--- src/beamformer_pkg.sv ---
////////////////////
// shared widths, counts and vector types of the four-channel beamformer
// weights are Q1.7, so 127 is the largest gain and -128 means -1.0
// every stream word packs eight 16-bit lanes, lane i in bits 16i+15:16i
////////////////////
package beamformer_pkg;

    // number of antenna channels combined into the single output stream
    localparam int NUM_CHANNELS = 4;

    // one real or imaginary sample is a signed 16-bit value
    localparam int SAMPLE_WIDTH = 16;

    // eight sample lanes travel in each stream beat
    localparam int SAMPLES = 8;

    // full stream word, eight lanes side by side
    localparam int DATA_WIDTH = SAMPLES * SAMPLE_WIDTH;

    // each part of a complex weight is a signed 8-bit value
    localparam int WEIGHT_WIDTH = 8;

    // fractional bits of a weight, so the product is shifted back by this much
    localparam int WEIGHT_FRAC = 7;

    // four 16-bit lane values need two guard bits when they are added
    localparam int SUM_WIDTH = SAMPLE_WIDTH + 2;

    // shift applied after the channel sum, a divide by four
    localparam int COMBINE_SHIFT = 2;

    // input register, product register, rescale register and output register
    localparam int PIPE_STAGES = 4;

    // a single signed lane value
    typedef logic signed [SAMPLE_WIDTH-1:0] sample_t;

    // a single signed weight part
    typedef logic signed [WEIGHT_WIDTH-1:0] weight_t;

    // full-precision product of a sample and a weight part
    typedef logic signed [SAMPLE_WIDTH+WEIGHT_WIDTH-1:0] product_t;

    // sum or difference of two products, one bit wider so it cannot overflow
    typedef logic signed [SAMPLE_WIDTH+WEIGHT_WIDTH:0] cross_sum_t;

    // lane sum over all channels
    typedef logic signed [SUM_WIDTH-1:0] lane_sum_t;

    // a whole 128-bit stream word
    typedef logic [DATA_WIDTH-1:0] data_word_t;

endpackage

--- src/beamformer_pipeline_ctrl.sv ---
////////////////////
// handshake and valid tracking for the four-stage pipeline
// a beat needs all four channel valids at once, there is no skew buffer
// the whole pipe stalls with m_ready low, even when it is empty
////////////////////
module beamformer_pipeline_ctrl (
    input  logic clock,
    input  logic resetn,
    input  logic s_valid [beamformer_pkg::NUM_CHANNELS],
    input  logic s_last,
    input  logic m_ready,
    output logic s_ready,
    output logic enable,
    output logic accept,
    output logic m_valid,
    output logic m_last
);
    import beamformer_pkg::*;

    // set on the first edge after reset is released, keeps s_ready low until then
    logic running;

    // high when every channel offers a beat in this cycle
    logic all_valid;

    // valid and last bits travelling beside the data, bit 0 is stage 1
    logic [PIPE_STAGES-1:0] valid_pipe;
    logic [PIPE_STAGES-1:0] last_pipe;

    always_comb begin
        all_valid = 1'b1;
        for (int ch = 0; ch < NUM_CHANNELS; ch++) begin
            all_valid = all_valid & s_valid[ch];
        end
    end

    // the pipeline has no skid buffer, so the input can only take a beat when
    // the whole pipe is allowed to move
    assign enable  = m_ready;
    assign s_ready = m_ready & running;

    // the single place where a beat is judged to be taken
    assign accept = s_ready & all_valid;

    always_ff @(posedge clock) begin
        if (!resetn) begin
            running    <= 1'b0;
            valid_pipe <= '0;
            last_pipe  <= '0;
        end else begin
            running <= 1'b1;
            // both bits move one stage per enabled edge, in step with the data
            if (enable) begin
                valid_pipe <= {valid_pipe[PIPE_STAGES-2:0], accept};
                last_pipe  <= {last_pipe[PIPE_STAGES-2:0], accept & s_last};
            end
        end
    end

    // the last stage lines up with the combiner output register
    assign m_valid = valid_pipe[PIPE_STAGES-1];
    assign m_last  = last_pipe[PIPE_STAGES-1];

endmodule

--- config.mk ---
export PLATFORM = sky130hd
export DESIGN_NAME = beamformer_pipeline_ctrl
export DESIGN_NICKNAME = d
export VERILOG_FILES = /design/src/beamformer_pkg.sv /design/src/beamformer_pipeline_ctrl.sv
export SDC_FILE = /design/constraint.sdc
export NUM_CORES = 1
export LEC_CHECK = 0
export BUFFER_PORTS_ARGS = -buffer_cell sky130_fd_sc_hd__clkbuf_2
export CAP_MARGIN = 20
export CORE_AREA = 2 2 39 41
export CTS_BUF_LIST = sky130_fd_sc_hd__clkbuf_4
export DETAILED_ROUTE_END_ITERATION = 8
export DIE_AREA = 0 0 41 43
export SKIP_CTS_REPAIR_TIMING = 1
export SLEW_MARGIN = 10
export SYNTH_ARGS = -nofsm -noshare
export SYNTH_HDL_FRONTEND = slang
export SYNTH_SLANG_ARGS = --single-unit
--- constraint.sdc ---
create_clock -name clock -period 0.9 [get_ports clock]
set_clock_uncertainty 0.2 [all_clocks]
set_input_delay 0.09 -clock clock [delete_from_list [all_inputs] [get_ports clock]]
set_output_delay 0.09 -clock clock [all_outputs]
set_load 0.005 [all_outputs]
==> flow_summary_export.csv <==
group,metric,value,unit
timing,finalHoldViolations,7,
synthesis,synth-seq-cells,9,
synthesis,avgSynthCellArea,10.5,µm²
clock_tree,htree_levels,1,
clock_tree,clock_sinks,9,
synthesis,synth_top_area_cell,"dfxtp_1",
timing,maxSlewHeadroom,0.877,
floorplanning,io_pins,13,
drt,drt-vias-per-instance,4.33,
clock_tree,clk_latency,250,ps
layout,n_antenna_cell,0,
drt,drt_iter0_markers,6,
timing,whs,-127,ps
layout,instances_no_fill,67,
critical_path,cp_max_fo,3,
layout,final_common_cell,"clkbuf_2",
timing,maxSlewViolCount,0,
timing,rsz0062_at_grt,"true",
power,power.density,1640,mW/mm²
global_route,grt_pass1_wl,993,µm
status,violations,"negative hold slack, negative setup slack",
clock_tree,cts-root-buf,"clkbuf_4",
global_route,overflow,0,
placement,post-place-cells,62,
timing,fmax,890,MHz
power,power.total,812,µW
clock_tree,cts_tree,"built",
timing,fin_crit_sh,1.25,
global_route,grt_max_degree,12,
layout,n_fill_cell,142,
layout,syn2layout_area_growth,39.1,%
clock_tree,cts_buffer_depth,2,
min_path,hold_path_class,"in2reg",
placement,io_buffer_count,12,
floorplanning,coreArea,0.00138,mm²
status,status,"finished, violations left",
synthesis,synth_top_area_frac,0.507,
drt,vias,290,
synthesis,synth.top_cells.by_area,"dfxtp_1 51%, mux2i_1 17%, nor2b_1 11%",
layout,regArea,184,µm²
floorplanning,die_h,43,µm
global_route,antenna_found_initial,0,
drt,drc,0,
synthesis,syn_area,355,µm²
timing,worstMarginPinSlew,185,ps
timing,fin_crit,1120,ps
layout,drive_gt1_frac,0.471,
power,power.leakage,0.227,nW
critical_path,endpoint_kind,"output pin",
clock_tree,cts_made_buffers,3,
power,ir_drop,601,µV
floorplanning,die-area,0.00176,mm²
critical_path,cp-start-kind,"flip-flop",
synthesis,synthCells,34,
layout,nets,60,
layout,multi_input_area,150,µm²
critical_path,cp_data_required_time,610,ps
synthesis,synth.distinct_cells,13,
flow_run,max-cap-violations,0,
placement,placed_cell_area,447,µm²
synthesis,seq_area_frac_synth,0.507,
drt,dr.pass1.iters,3,
drt,antenna_left,0,
placement,place.gp.congestion,0.669,
floorplanning,num_rows,14,
layout,most-common-layout-cells,"11 x clkbuf_2, 6 x mux2i_1, 6 x nor2b_1, 6 x dfxtp_1, 4 x clkbuf_4",
critical_path,worst-setup-path-type,"reg2out",
synthesis,synth-warning-count,0,
timing,setup_viol,4,
drt,wire_per_inst,9.33,µm
drt,routed_wl,625,µm
clock_tree,clkTransAtPathRegs,60,ps
layout,fin_area,494,µm²
floorplanning,start_util,0.257,
floorplanning,dieWidth,41,µm
synthesis,syn_nets,42,
critical_path,cp.arrival,830,ps
global_route,grt_pass1_vias,249,
timing,worst_slack,-223,ps
global_route,grt_usage,0.0889,
placement,dp_hpwl,477,µm
report_power, final:
part,leakage [nW],switching [mW],internal (mW)
clock,0.0184,0.138,0.201
sequential,0.0739,0.00254,0.402
combinational,0.135,0.0280,0.0407
total,0.227,0.169,0.644
kinds of logic after synthesis:
logic type | after synthesis | synth area share
flops | 9 | 0.507
simple gates | 13 | 0.218
buf+inv | 4 | 0.0774
compound gates | 2 | 0.0282
mux | 6 | 0.169
layout make-up:
type                       count  area share
sequential                     9       0.372
multi-input combinational     21       0.304
tap                           16      0.0405
clock buffer                   4      0.0608
inverter                       1     0.00759
timing repair buffer          16       0.215
registers in the layout, indices dropped and copies added, names as in the netlist:
name and cells:
last_pipe 4, valid_pipe 4, running 1
through the flow:
stage / utilization / setup slack, ps / TNS (ps) / hold WS (ps)
final: 0.357 / -223 / -556 / -127
after global routing: 0.357 / -285 / -777 / -129
after CTS: 0.344 / -295 / -729 / -125
after detailed placement: 0.323 / -11.6 / -15.5 / 145
after global placement: 0.323 / 0.447 / 0 / 142
after floorplan: - / 105 / 0 / -82.3
synth_stat cells, drive strengths merged:
cell and n:
buf 3, dfxtp 9, inv 1, mux2i 6
nand2 1, nand3 1, nand3b 2, nand4 2
nor2 1, nor2b 6, o21ai 2
final timing paths:
path | slack (ps) | cells past startpoint | from | end
setup / recovery | -220 | 3 | running | accept
hold reg to reg | 280 | 2 | valid_pipe[0] | valid_pipe[0]
hold / removal | -130 | 1 | resetn | running
setup reg to reg | 10 | 3 | last_pipe[3] | last_pipe[3]
layer usage:
layer  vias up  wire [µm]  global-route usage
li1        152          -                   -
met1       126        309               0.118
met2        12        255              0.0969
met3         0         60              0.0314
met4         0          0               0.100
met5         -          0                   0
worst max-delay path: stages, from the launching register on:
cell and delay (ps):
dfxtp_2 340, nand2_2 50, nor2_1 70, buf_2 110
(Power assumes the default switching activity.)
