### src/beamformer_pkg.sv
////////////////////
// shared widths, counts and vector types of the four-channel beamformer
// weights are Q1.7, so 127 is the largest gain and -128 means -1.0
// every stream word packs eight 16-bit lanes, lane i in bits 16i+15:16i
////////////////////
package beamformer_pkg;

    // number of antenna channels combined into the single output stream
    localparam int NUM_CHANNELS = 4;

    // one real or imaginary sample is a signed 16-bit value
    localparam int SAMPLE_WIDTH = 16;

    // eight sample lanes travel in each stream beat
    localparam int SAMPLES = 8;

    // full stream word, eight lanes side by side
    localparam int DATA_WIDTH = SAMPLES * SAMPLE_WIDTH;

    // each part of a complex weight is a signed 8-bit value
    localparam int WEIGHT_WIDTH = 8;

    // fractional bits of a weight, so the product is shifted back by this much
    localparam int WEIGHT_FRAC = 7;

    // four 16-bit lane values need two guard bits when they are added
    localparam int SUM_WIDTH = SAMPLE_WIDTH + 2;

    // shift applied after the channel sum, a divide by four
    localparam int COMBINE_SHIFT = 2;

    // input register, product register, rescale register and output register
    localparam int PIPE_STAGES = 4;

    // a single signed lane value
    typedef logic signed [SAMPLE_WIDTH-1:0] sample_t;

    // a single signed weight part
    typedef logic signed [WEIGHT_WIDTH-1:0] weight_t;

    // full-precision product of a sample and a weight part
    typedef logic signed [SAMPLE_WIDTH+WEIGHT_WIDTH-1:0] product_t;

    // sum or difference of two products, one bit wider so it cannot overflow
    typedef logic signed [SAMPLE_WIDTH+WEIGHT_WIDTH:0] cross_sum_t;

    // lane sum over all channels
    typedef logic signed [SUM_WIDTH-1:0] lane_sum_t;

    // a whole 128-bit stream word
    typedef logic [DATA_WIDTH-1:0] data_word_t;

endpackage

### src/channel_combiner.sv
////////////////////
// adds the weighted channels lane by lane and divides by four
// the shift floors toward minus infinity, like any arithmetic shift
////////////////////
module channel_combiner (
    input  logic                       clock,
    input  logic                       resetn,
    input  logic                       enable,
    input  beamformer_pkg::data_word_t ch_real [beamformer_pkg::NUM_CHANNELS],
    input  beamformer_pkg::data_word_t ch_imag [beamformer_pkg::NUM_CHANNELS],
    output beamformer_pkg::data_word_t m_real,
    output beamformer_pkg::data_word_t m_imag
);
    import beamformer_pkg::*;

    // scaled sum words waiting for the output register
    data_word_t next_real;
    data_word_t next_imag;

    // the lane sum is 18 bits wide so four full-scale values cannot overflow
    // each channel sample is read as signed and sign-extended before the add
    always_comb begin
        lane_sum_t acc_real;
        lane_sum_t acc_imag;
        next_real = '0;
        next_imag = '0;
        for (int lane = 0; lane < SAMPLES; lane++) begin
            acc_real = '0;
            acc_imag = '0;
            for (int ch = 0; ch < NUM_CHANNELS; ch++) begin
                acc_real = acc_real + lane_sum_t'(
                    sample_t'(ch_real[ch][lane*SAMPLE_WIDTH +: SAMPLE_WIDTH]));
                acc_imag = acc_imag + lane_sum_t'(
                    sample_t'(ch_imag[ch][lane*SAMPLE_WIDTH +: SAMPLE_WIDTH]));
            end
            // after the shift the value fits back into 16 bits, take the low part
            next_real[lane*SAMPLE_WIDTH +: SAMPLE_WIDTH] =
                sample_t'(acc_real >>> COMBINE_SHIFT);
            next_imag[lane*SAMPLE_WIDTH +: SAMPLE_WIDTH] =
                sample_t'(acc_imag >>> COMBINE_SHIFT);
        end
    end

    // stage 4 is the output register, it holds while the sink stalls
    always_ff @(posedge clock) begin
        if (!resetn) begin
            m_real <= '0;
            m_imag <= '0;
        end else if (enable) begin
            m_real <= next_real;
            m_imag <= next_imag;
        end
    end

endmodule

### config.mk
export PLATFORM = sky130hd
export DESIGN_NAME = channel_combiner
export DESIGN_NICKNAME = d
export VERILOG_FILES = /design/src/beamformer_pkg.sv /design/src/channel_combiner.sv
export SDC_FILE = /design/constraint.sdc
export NUM_CORES = 2
export LEC_CHECK = 0
export BUFFER_PORTS_ARGS = -buffer_cell sky130_fd_sc_hd__buf_2
export CORE_AREA = 3 3 498 500
export CTS_BUF_LIST = sky130_fd_sc_hd__clkbuf_8
export DETAILED_ROUTE_END_ITERATION = 8
export DIE_AREA = 0 0 501 503
export PLACE_DENSITY = 0.32
export SLEW_MARGIN = 20
export SYNTH_ARGS = -nofsm -noshare
export SYNTH_HDL_FRONTEND = slang
export SYNTH_SLANG_ARGS = --single-unit
### constraint.sdc
create_clock -name clock -period 6.9 [get_ports clock]
set_clock_uncertainty 0.2 [all_clocks]
set_input_delay 1.035 -clock clock [delete_from_list [all_inputs] [get_ports clock]]
set_output_delay 1.035 -clock clock [all_outputs]
set_load 0.005 [all_outputs]
==> out/qor.csv <==
metric,value,unit
numCtsBuffers,69,
grt_pass1_vias,36600,
period_share,62.8,%
r2r_cells,5,
worstPathArrival,4.74,ns
cts_tree,done,
antenna_left,0,
crit_type,input pin to register,
relSlewSlack,38.5,%
wl_per_cell,21.2,µm
start_util,14.8,%
grt_use_total,14.8,%
layout_common_cells,"inv_1, buf_2, fa_1",
root_buffer,clkbuf_8,
switching_share,49.2,%
final_max_slew_viol_count,0,
pwr-share-seq,17.0,%
ys.flop_type,dfxtp_1,
synth_edf_count,0,
grt_overflow_total,0,
cts.sinks,256,
avgSynthCellArea,8.23,µm²
grt_max_degree,94,
drtIter0Drc,1237,
path_cells,buf_2 -> inv_1 -> fa_1 -> inv_1 -> fa_1 -> nand3b_1 -> inv_1 -> fa_1 -> a211o_1 -> a2111oi_2 -> o31ai_1 -> o21ai_1 -> a21oi_1 -> a41oi_1 -> o21ai_1,
synth_seq_cells,256,
grt_setup_unrepaired,no,
cts_resized,0,
htreeDepth,3,
routed_wl,190000,µm
hold_viol_final,0,
finalSetupViolations,0,
routabilityCongestion,0.885,
holdPathEnd,m_imag[9],
die_w,501,µm
pwr-share-clk,16.3,%
grt_pass1_wl,265000,µm
synth_cells,4369,
layout_min_cycle_time,4.33,ns
die_h,503,µm
nets,7456,
status,completed,
first_pass_iters,5,
ys_seq_area_share,14.3,%
place_hpwl,170000,µm
syn2layout_area_growth,32.5,%
num_rows,181,
startpoint_type,input pin,
whs_path_depth,2,
insertion_delay,0.73,ns
synth_area,36000,µm²
tightestPinTransition,0.922,ns
max_stage_delay,0.58,ns
reg2reg_slack,5.59,ns
dieArea,252000,µm²
via_count,33200,
min-delay-start,m_imag[9],
instances_no_fill,8933,
clk_pin_slew,0.06,ns
timing.setup.tns,0,ns
end_kind,register,
p_comb_share,66.6,%
fmax,231,MHz
worstPathRequired,7.30,ns
post_synth_num_cell_types,65,
avgViaCountPerCell,3.72,
pin_count,1283,
layout-drive-gt1-share,25.1,%
yosysWarningCount,0,
p_sw,0.00641,W
syn_nets,6164,
postCtsSetupBuffers,0,
place_inst,8792,
antenna_found_initial,56,
intPower,0.00662,W
powerDensity,274,nW/µm²
coreArea,243000,µm²
layout_commonest_cell,inv_1,
r2r-start,m_imag[15],
async_flop_share,0,%
post-route-drc-count,0,
cts_max_path_buffers,3,
hold_class,register to register,
io_buffers,1282,
worstReg2RegEnd,m_imag[15],
maxCapViolations,0,
cts_hold_buf,0,
crit_fanout,3,
cp_slowest_cell,a2111oi_2,
static-leakage-power,26.2,nW
fillers,27800,
vdd.ir_drop.worst,0.000101,V
[worst max-delay path: cells and delay by family]
| kind | cells | cell delay [ns] |
|---|---|---|
| buffers and inverters | 4 | 0.27 |
| AND/OR/NAND/NOR | 1 | 0.20 |
| adder cells (fa/ha/maj) | 3 | 1.45 |
| AO/OA/AOI/OAI | 7 | 1.77 |
[sequential cells by signal, summed over array words and instances (netlist names)]
register  count
m_imag      128
m_real      128
[Yosys cell counts (53+ instances only)]
| library cell | n | area [µm²] |
|---|---|---|
| inv_1 | 1507 | 5660 |
| fa_1 | 528 | 10600 |
| nor2_1 | 261 | 980 |
| dfxtp_1 | 256 | 5120 |
| ha_1 | 240 | 3000 |
| a21oi_1 | 187 | 936 |
| nand2_1 | 136 | 510 |
| o21ai_0 | 132 | 661 |
| xnor2_1 | 127 | 1110 |
| mux2i_1 | 101 | 1010 |
| xor2_1 | 80 | 701 |
| a211oi_1 | 79 | 593 |
| o21a_1 | 73 | 548 |
| clkbuf_1 | 53 | 199 |
[power groups by stage]
stage	registers [W]	clock network, W	logic, W
finish	0.00222	0.00213	0.00869
CTS	0.00224	0.00231	0.00899
detailed placement	0.00226	0	0.00892
global route	0.00229	0.00234	0.00988
floorplan	0.00223	0	0.00537
global placement	0.00225	0	0.00894
[through the flow]
stage | instance area (µm²) | hold slack (ns) | utilization (%) | total power [W] | worst slack (ns)
final | 47700 | 0.243 | 19.6 | 0.0130 | 2.57
after global routing | 47600 | 0.263 | 19.6 | 0.0145 | 2.30
after CTS | 47600 | 0.245 | 19.6 | 0.0135 | 2.49
after detailed placement | 46200 | 0.235 | 19.0 | 0.0112 | 1.62
after global placement | 46200 | 0.231 | 19.0 | 0.0112 | 1.63
after floorplan | 36000 | 0.234 | - | 0.00761 | 2.55
[cell families after synthesis]
group	synth area share, %
compound gates	15.5
mux	2.81
fa+ha+maj	37.7
simple gates	8.10
buf+inv	16.5
flops	14.3
xor+xnor	5.04
[metal layers]
layer,wire (µm),track usage [%],share of wire [%]
met2,95600,26.8,50
met4,6330,4.92,3.3
met3,14500,4.46,7.7
met5,155,0,0.082
met1,73200,16.3,39
[area by class of cell]
class                           instances  area, µm²  share of cell area, %
Tap cell                             3202       4010                   8.41
Timing Repair Buffer                 1294       6540                   13.7
Clock buffer                           83       1140                   2.40
Sequential cell                       256       5120                   10.8
Multi-Input combinational cell       2533      24900                   52.3
Inverter                             1507       5660                   11.9
Antenna cell                           22       55.1                  0.116
Clock inverter                         36        221                  0.465
[worst max path at each step]
stage | cells after the start | startpoint | end
floorplan | 14 | ch_imag[1] | m_imag[15]
global placement | 13 | ch_imag[88] | m_imag[94]
detailed placement | 13 | ch_imag[88] | m_imag[94]
CTS | 13 | ch_imag[88] | m_imag[94]
global route | 13 | ch_imag[88] | m_imag[94]
finish | 15 | ch_real[1] | m_real[15]
Note: power is estimated with default switching activity, not from simulation.
